**config.mk**
```make
export PLATFORM = sky130hd
export DESIGN_NAME = router_arbiter
export DESIGN_NICKNAME = d
export VERILOG_FILES = /design/src/router_pkg.sv /design/src/input_route_ctrl.sv /design/src/output_credit_ctrl.sv /design/src/switch_allocator.sv /design/src/router_arbiter.sv
export SDC_FILE = /design/constraint.sdc
export NUM_CORES = 1
export LEC_CHECK = 0
export BUFFER_PORTS_ARGS = -buffer_cell sky130_fd_sc_hd__buf_2
export CORE_ASPECT_RATIO = 0.6
export CORE_MARGIN = 5
export CORE_UTILIZATION = 45
export CTS_BUF_LIST = sky130_fd_sc_hd__clkbuf_8
export CTS_CLUSTER_SIZE = 8
export DETAILED_ROUTE_END_ITERATION = 10
export PLACE_DENSITY_LB_ADDON = 0.12
export SLEW_MARGIN = 5
export SYNTH_ARGS = -nofsm -noshare
export SYNTH_HDL_FRONTEND = slang
export SYNTH_SLANG_ARGS = --single-unit
```
**constraint.sdc**
```tcl
create_clock -name clk -period 7.7 [get_ports clk]
set_input_delay 2.31 -clock clk [delete_from_list [all_inputs] [get_ports clk]]
set_output_delay 2.31 -clock clk [all_outputs]
set_load 0.02 [all_outputs]
```
**src/router_pkg.sv**
```systemverilog
// Shared types and sizes for the five-port mesh router control path.
package router_pkg;

	// Router and packet sizes.
	localparam int NUM_PORTS  = 5;
	localparam int COORD_W    = 4;                  // Bits per mesh coordinate.
	localparam int PKT_FLITS  = 4;                  // Flits per packet, header included.
	localparam int BUF_DEPTH  = 4;                  // Slots in each downstream buffer.
	localparam int CREDIT_W   = 3;                  // Must hold the value BUF_DEPTH.
	localparam int FLIT_CNT_W = $clog2(PKT_FLITS);  // Width of the per-input flit counter.

	// Port names, used both as a route destination and as a crossbar source.
	typedef enum logic [2:0] {
		PORT_N = 3'd0,
		PORT_S = 3'd1,
		PORT_W = 3'd2,
		PORT_E = 3'd3,
		PORT_L = 3'd4
	} port_e;

	// Mesh address of a router or of a packet destination.
	typedef struct packed {
		logic [COORD_W-1:0] y;
		logic [COORD_W-1:0] x;
	} coord_t;

	// Request from an input controller to the switch allocator.
	typedef struct packed {
		logic  valid;  // A flit is waiting and its route is known.
		port_e dest;   // Output chosen by the YX rule.
		logic  tail;   // The waiting flit closes the packet.
	} route_req_t;

	// Crossbar select for one output.
	typedef struct packed {
		logic  valid;  // A flit leaves through this output in this cycle.
		port_e src;    // Input that sends it.
	} xbar_sel_t;

	// Input controller states.
	typedef enum logic {
		RT_IDLE   = 1'b0,
		RT_ACTIVE = 1'b1
	} route_state_e;

endpackage

```
**src/input_route_ctrl.sv**
```systemverilog
// Input route controller: YX route of each packet, next-hop register and flit tracking.
`timescale 1ns/1ps

module input_route_ctrl (
	input  logic                 clk,
	input  logic                 rst_n_i,
	input  router_pkg::coord_t   router_addr_i,
	input  logic                 ib_valid_i,
	input  router_pkg::coord_t   hdr_dest_i,
	input  logic                 grant_i,
	output router_pkg::route_req_t req_o
);

	import router_pkg::*;

	route_state_e          state_q;
	port_e                 yx_dest;     // Route of the header that is waiting now.
	port_e                 next_hop_q;  // Route held for the packet in flight.
	logic [FLIT_CNT_W-1:0] flit_cnt_q;  // Flits of the current packet already read.
	logic                  last_flit;
	logic                  pkt_start;

	// Y is resolved first, so a packet only turns east or west in the row of its target.
	always_comb begin
		if (hdr_dest_i.y > router_addr_i.y) begin
			yx_dest = PORT_S;
		end else if (hdr_dest_i.y < router_addr_i.y) begin
			yx_dest = PORT_N;
		end else if (hdr_dest_i.x > router_addr_i.x) begin
			yx_dest = PORT_E;
		end else if (hdr_dest_i.x < router_addr_i.x) begin
			yx_dest = PORT_W;
		end else begin
			yx_dest = PORT_L;  // The packet has arrived.
		end
	end

	assign pkt_start = (state_q == RT_IDLE) && ib_valid_i;
	assign last_flit = (flit_cnt_q == FLIT_CNT_W'(PKT_FLITS - 1));

	always_ff @(posedge clk) begin
		if (!rst_n_i) begin
			state_q    <= RT_IDLE;
			flit_cnt_q <= '0;
		end else if (state_q == RT_IDLE) begin
			flit_cnt_q <= '0;
			if (ib_valid_i) begin
				state_q <= RT_ACTIVE;  // Header seen, the route is ready next cycle.
			end
		end else if (grant_i) begin
			flit_cnt_q <= flit_cnt_q + 1'b1;
			if (last_flit) begin
				state_q <= RT_IDLE;  // Tail read, the next flit is a new header.
			end
		end
	end

	// The next hop only changes when a new packet begins.
	always_ff @(posedge clk) begin
		if (pkt_start) begin
			next_hop_q <= yx_dest;
		end
	end

	// A request needs a flit in the buffer in the same cycle.
	always_comb begin
		req_o.valid = (state_q == RT_ACTIVE) && ib_valid_i;
		req_o.dest  = next_hop_q;
		req_o.tail  = last_flit;
	end

	// The allocator may only grant an input that is asking.
	a_grant_needs_req: assert property (@(posedge clk) disable iff (!rst_n_i)
		grant_i |-> req_o.valid);

	// The header destination stays constant for the whole packet.
	a_route_stable: assert property (@(posedge clk) disable iff (!rst_n_i)
		(state_q == RT_ACTIVE) && ib_valid_i |-> yx_dest == next_hop_q);

endmodule

```
**src/output_credit_ctrl.sv**
```systemverilog
// Output credit controller: counts the free slots of the downstream input buffer.
`timescale 1ns/1ps

module output_credit_ctrl (
	input  logic clk,
	input  logic rst_n_i,
	input  logic flit_sent_i,
	input  logic credit_i,
	output logic has_credit_o
);

	import router_pkg::*;

	logic [CREDIT_W-1:0] credit_q;  // Free slots downstream.

	// The downstream buffer starts empty, so every slot is free after reset.
	always_ff @(posedge clk) begin
		if (!rst_n_i) begin
			credit_q <= CREDIT_W'(BUF_DEPTH);
		end else if (flit_sent_i && !credit_i) begin
			credit_q <= credit_q - 1'b1;  // A flit now occupies one slot.
		end else if (credit_i && !flit_sent_i) begin
			credit_q <= credit_q + 1'b1;  // The downstream router freed one slot.
		end
	end

	// A send and a return in the same cycle cancel out.

	assign has_credit_o = (credit_q != '0);

	// The allocator must not send into a full downstream buffer.
	a_no_underflow: assert property (@(posedge clk) disable iff (!rst_n_i)
		flit_sent_i |-> credit_q != '0);

	// Downstream never returns more slots than it has.
	a_no_overflow: assert property (@(posedge clk) disable iff (!rst_n_i)
		credit_i && !flit_sent_i |-> credit_q < CREDIT_W'(BUF_DEPTH));

endmodule

```
**src/switch_allocator.sv**
```systemverilog
// Switch allocator: round-robin wormhole arbitration of every output, gated by credit.
`timescale 1ns/1ps

module switch_allocator (
	input  logic                                clk,
	input  logic                                rst_n_i,
	input  router_pkg::route_req_t              req_i [router_pkg::NUM_PORTS],
	input  logic [router_pkg::NUM_PORTS-1:0]    has_credit_i,
	output logic [router_pkg::NUM_PORTS-1:0]    grant_o,
	output logic [router_pkg::NUM_PORTS-1:0]    flit_sent_o,
	output router_pkg::xbar_sel_t               xbar_sel_o [router_pkg::NUM_PORTS]
);

	import router_pkg::*;

	logic [NUM_PORTS-1:0] lock_q;                // Output is held by a packet in flight.
	port_e                owner_q   [NUM_PORTS];  // Input that holds a locked output.
	port_e                rr_ptr_q  [NUM_PORTS];  // First input to look at on the next pick.
	logic [NUM_PORTS-1:0] req_vec   [NUM_PORTS];  // Per output, the inputs that want it.
	port_e                winner    [NUM_PORTS];
	logic [NUM_PORTS-1:0] sel_valid;              // A flit crosses to this output now.
	logic [NUM_PORTS-1:0] sel_tail;               // That flit is the packet's last.

	// First requesting input at or after ptr, going round.
	function automatic port_e rr_pick(input logic [NUM_PORTS-1:0] reqs, input port_e ptr);
		int    idx;
		port_e pick;
		pick = ptr;
		// Scan from the far end, so the nearest request is the one that stays.
		for (int i = NUM_PORTS - 1; i >= 0; i--) begin
			idx = (int'(ptr) + i) % NUM_PORTS;
			if (reqs[idx]) begin
				pick = port_e'(idx);
			end
		end
		return pick;
	endfunction

	function automatic port_e next_port(input port_e p);
		return (p == PORT_L) ? PORT_N : port_e'(p + 3'd1);
	endfunction

	always_comb begin
		for (int q = 0; q < NUM_PORTS; q++) begin
			for (int p = 0; p < NUM_PORTS; p++) begin
				req_vec[q][p] = req_i[p].valid && (req_i[p].dest == port_e'(q));
			end
			// A locked output only listens to its owner.
			winner[q]    = lock_q[q] ? owner_q[q] : rr_pick(req_vec[q], rr_ptr_q[q]);
			sel_valid[q] = req_vec[q][winner[q]] && has_credit_i[q];
			sel_tail[q]  = req_i[winner[q]].tail;
		end
	end

	// Each input asks for one output only, so it collects one grant at most.
	always_comb begin
		grant_o = '0;
		for (int q = 0; q < NUM_PORTS; q++) begin
			if (sel_valid[q]) begin
				grant_o[winner[q]] = 1'b1;
			end
		end
	end

	assign flit_sent_o = sel_valid;

	always_comb begin
		for (int q = 0; q < NUM_PORTS; q++) begin
			xbar_sel_o[q].valid = sel_valid[q];
			xbar_sel_o[q].src   = winner[q];
		end
	end

	// Lock on a body flit, release and rotate on the tail.
	always_ff @(posedge clk) begin
		if (!rst_n_i) begin
			lock_q <= '0;
			for (int q = 0; q < NUM_PORTS; q++) begin
				rr_ptr_q[q] <= PORT_N;
			end
		end else begin
			for (int q = 0; q < NUM_PORTS; q++) begin
				if (sel_valid[q] && sel_tail[q]) begin
					lock_q[q]   <= 1'b0;
					rr_ptr_q[q] <= next_port(winner[q]);  // The winner goes to the back.
				end else if (sel_valid[q]) begin
					lock_q[q] <= 1'b1;
				end
			end
		end
	end

	always_ff @(posedge clk) begin
		for (int q = 0; q < NUM_PORTS; q++) begin
			if (sel_valid[q] && !sel_tail[q]) begin
				owner_q[q] <= winner[q];
			end
		end
	end

	for (genvar q = 0; q < NUM_PORTS; q++) begin : g_chk
		// A packet in flight keeps asking for the output that it holds.
		a_owner_hold: assert property (@(posedge clk) disable iff (!rst_n_i)
			lock_q[q] && req_i[owner_q[q]].valid |->
				req_i[owner_q[q]].dest == port_e'(q));
	end

endmodule

```
**src/router_arbiter.sv**
```systemverilog
// Router control path: per-input route controllers, per-output credit counters and allocator.
`timescale 1ns/1ps

module router_arbiter (
	input  logic                             clk,
	input  logic                             rst_n_i,
	input  router_pkg::coord_t               router_addr_i,
	input  logic [router_pkg::NUM_PORTS-1:0] ib_valid_i,
	input  router_pkg::coord_t               hdr_dest_i [router_pkg::NUM_PORTS],
	input  logic [router_pkg::NUM_PORTS-1:0] credit_i,
	output logic [router_pkg::NUM_PORTS-1:0] ib_read_o,
	output logic [router_pkg::NUM_PORTS-1:0] credit_o,
	output router_pkg::xbar_sel_t            xbar_sel_o [router_pkg::NUM_PORTS]
);

	import router_pkg::*;

	route_req_t           route_req [NUM_PORTS];  // Input controllers to allocator.
	logic [NUM_PORTS-1:0] grant;                  // One flit read from each granted input.
	logic [NUM_PORTS-1:0] has_credit;
	logic [NUM_PORTS-1:0] flit_sent;

	// One route controller per input port.
	for (genvar p = 0; p < NUM_PORTS; p++) begin : g_in
		input_route_ctrl i_input_route_ctrl (
			.clk           (clk),
			.rst_n_i       (rst_n_i),
			.router_addr_i (router_addr_i),
			.ib_valid_i    (ib_valid_i[p]),
			.hdr_dest_i    (hdr_dest_i[p]),
			.grant_i       (grant[p]),
			.req_o         (route_req[p])
		);
	end

	// One credit counter per output port.
	for (genvar q = 0; q < NUM_PORTS; q++) begin : g_out
		output_credit_ctrl i_output_credit_ctrl (
			.clk          (clk),
			.rst_n_i      (rst_n_i),
			.flit_sent_i  (flit_sent[q]),
			.credit_i     (credit_i[q]),
			.has_credit_o (has_credit[q])
		);
	end

	switch_allocator i_switch_allocator (
		.clk          (clk),
		.rst_n_i      (rst_n_i),
		.req_i        (route_req),
		.has_credit_i (has_credit),
		.grant_o      (grant),
		.flit_sent_o  (flit_sent),
		.xbar_sel_o   (xbar_sel_o)
	);

	// Every read frees a slot in the input buffer, so it is also the upstream credit.
	assign ib_read_o = grant;
	assign credit_o  = grant;

endmodule

```
==> impl_metrics.ini <==
[run_status]
status = finished with violations
violations = negative setup slack

[timing]
worstMarginPinSlew_ps = 1120
tns_ps = -450
fin_crit_ps = 7810
hold_viol_final = 0
worst_slack_ps = -111
finalSetupViolCount = 9
report.final.slew_viol_count = 0
fin_skew_ps = 15.1
slew_headroom_pct = 25.3
fin_crit_sh_pct = 101
rsz0062_at_grt = yes
max_freq_mhz = 128

[placement]
dp.cells = 2555
place_congestion = 0.973
post-place-ws_ps = -383
io_buffers = 89
dp_hpwl_mm = 42.7

[logic_synthesis]
synth.ff_latch_count = 80
synth_top_family_by_area = simple AND/OR/NAND/NOR gates
ys_warn_count = 0
ys_async_sr_fraction_pct = 0
synth_nets = 2129
syn_area_mm2 = 0.0147
synth-edff-count = 45
synth.area.mux_share_pct = 7.61
syn_inst = 1904
synthAdderAreaFrac_pct = 14.3
synth_flop_cell = edfxtp_1
synth-compound-area-share_pct = 25.9
avgSynthCellArea_um2 = 7.73
synth_xor_area_share_pct = 3.56
yosys.area_share.simple_pct = 27.4
synth_cell_types = 113
synth_seq_area_share_pct = 13.9

[die]
die_height_um = 150
fp-row-count = 51
core_area_mm2 = 0.0324
fp.dieW_um = 243
die-area_mm2 = 0.0365
io_pins = 90
start_util_pct = 45.5

[layout]
final_cell_count_no_fill = 2613
antenna-diode-count = 0
final_cell_mix = buf_4 (272), ha_1 (156), nor2_1 (129)
nNetsFinal = 2409
fin_util_pct = 57.0
syn_to_final_growth_pct = 25.3
mostFrequentLayoutCell = buf_4
nFillCells = 3005
drive_gt1_share_pct = 28.4

[global_route]
grt_util_all_layers_pct = 27.8
grt_pass1_vias = 14500
grt_pass1_wl_mm = 81.6
grt_max_degree = 33
overflow = 0
grt_antenna_before_repair = 0

[drt]
vias_per_cell = 6.25
wire_per_inst_um = 20.7
dr.pass1.iters = 5
initialDrtViolationCount = 1859
ant_nets = 0
routed_wl_mm = 54.1
via_count = 16300
drc = 0

[clock_network]
cts.sink_count = 80
clock_latency_ps = 410
cts_tree = done
hold_buffers = 0
numCtsBuffers = 9
cts_root_buf = clkbuf_8
max-clock-path-buffers = 2
clk_pin_slew_ps = 90
htree_levels = 3

[worst_setup_path]
path_class = in2out
cp.arrival_ps = 5500
cp_max_fo = 4
worst_ep_required_time_ps = 5390
worst_setup_path_start_kind = input pin
worstSetupEndpointType = output port

[power]
p_comb_share_pct = 82.6
p_int_mw = 2.79
leakagePower_nw = 7.87
swShare_pct = 52.6
seqPwrFrac_pct = 11.4
cellPowerDensity_mw_per_mm2 = 319
p_clk_share_pct = 6.0
ir_drop_mv = 0.186
p_sw_mw = 3.09

[min_path]
hp-class = reg2reg

[run]
drv_cap = 0
power groups by stage:
stage / registers, mW / logic [mW] / clock network (mW)
6_report: 0.672 / 4.85 / 0.353
5_1_grt: 0.680 / 5.21 / 0.371
4_1_cts: 0.666 / 4.33 / 0.357
3_5_place_dp: 0.676 / 4.21 / 0
3_3_place_gp: 0.674 / 4.17 / 0
2_1_floorplan: 0.641 / 2.86 / 0
area by class of cell:
class | count | area, µm² | share of cell area, %
multi-input cells | 1579 | 12300 | 67.0
repair buffers | 373 | 2760 | 15.0
flip-flops and latches | 80 | 2050 | 11.1
inverters | 141 | 538 | 2.92
well taps | 424 | 531 | 2.88
clock buffers | 9 | 124 | 0.672
clock inverters | 7 | 87.6 | 0.475
cell usage after synthesis, types with 42 or more instances:
cell type,count,area share (%)
a21oi_1,114,3.9
clkbuf_1,51,1.3
edfxtp_1,45,9.2
ha_1,159,14
inv_1,130,3.3
mux2i_1,68,4.6
nand2_1,124,3.2
nand2b_1,42,1.8
nand3_1,71,2.4
nor2_1,134,3.4
nor3_1,55,1.9
o21ai_0,103,3.5
worst paths after layout:
path | start | to | slack [ps] | cells after the start
worst max-delay path | ib_valid_i[1] | ib_read_o[0] | -110 | 15
worst max register to register | i_switch_allocator.rr_ptr_q[0][4] | i_switch_allocator.rr_ptr_q[0][9] | 1340 | 28
worst min register to register | g_in[2].i_input_route_ctrl.flit_cnt_q[1] | g_in[2].i_input_route_ctrl.flit_cnt_q[1] | 490 | 2
worst min-delay path | g_in[2].i_input_route_ctrl.flit_cnt_q[1] | g_in[2].i_input_route_ctrl.flit_cnt_q[1] | 490 | 2
worst max-delay path: stages:
cell and delay (ps):
buf_8 100, and3b_2 250, buf_6 140, buf_4 140, nand3_1 80, a22oi_1 70, nor3b_1 330, o22ai_2 170
a211oi_1 330, o21ai_1 210, nor2_1 300, inv_1 100, or4_1 540, nand4_1 230, buf_4 190
through the flow:
stage	cell area, µm²	power, mW	hold WS (ps)
floorplan	14700	3.50	450
global placement	17000	4.84	464
detailed placement	17000	4.89	477
CTS	17500	5.35	491
global route	18400	6.26	512
finish	18400	5.88	490
per-layer routing:
layer | part of all wire, % | vias up | global-route usage, %
li1 | - | 7705 | -
met1 | 48 | 7707 | 44.0
met2 | 38 | 852 | 37.6
met3 | 12 | 78 | 7.59
met4 | 1.6 | 0 | 4.22
met5 | 0 | - | 0
flip-flops by register name (all words and copies together) (netlist names):
signal                               count
g_in.i_input_route_ctrl.state_q          5
i_switch_allocator.rr_ptr_q             15
i_switch_allocator.owner_q              15
g_in.i_input_route_ctrl.flit_cnt_q      10
i_switch_allocator.lock_q                5
g_out.i_output_credit_ctrl.credit_q     15
g_in.i_input_route_ctrl.next_hop_q      15
cells by family after synthesis:
logic type,count (synthesis)
xor gates and xnor gates,56
DFF,80
buffers and inverters,245
and+or+nand+nor,724
muxes,94
AOI/OAI and AO/OA,540
adders and majority gates,165
timing repair:
| item | CTS | global route |
|---|---|---|
| cloned | 0 | 2 |
| setup endpoints to repair | 14 | 16 |
| gates resized for setup | 51 | 167 |
| pin swaps | 8 | 43 |
| buffers inserted | 11 | 29 |
Power figures use the tool's default switching activity.
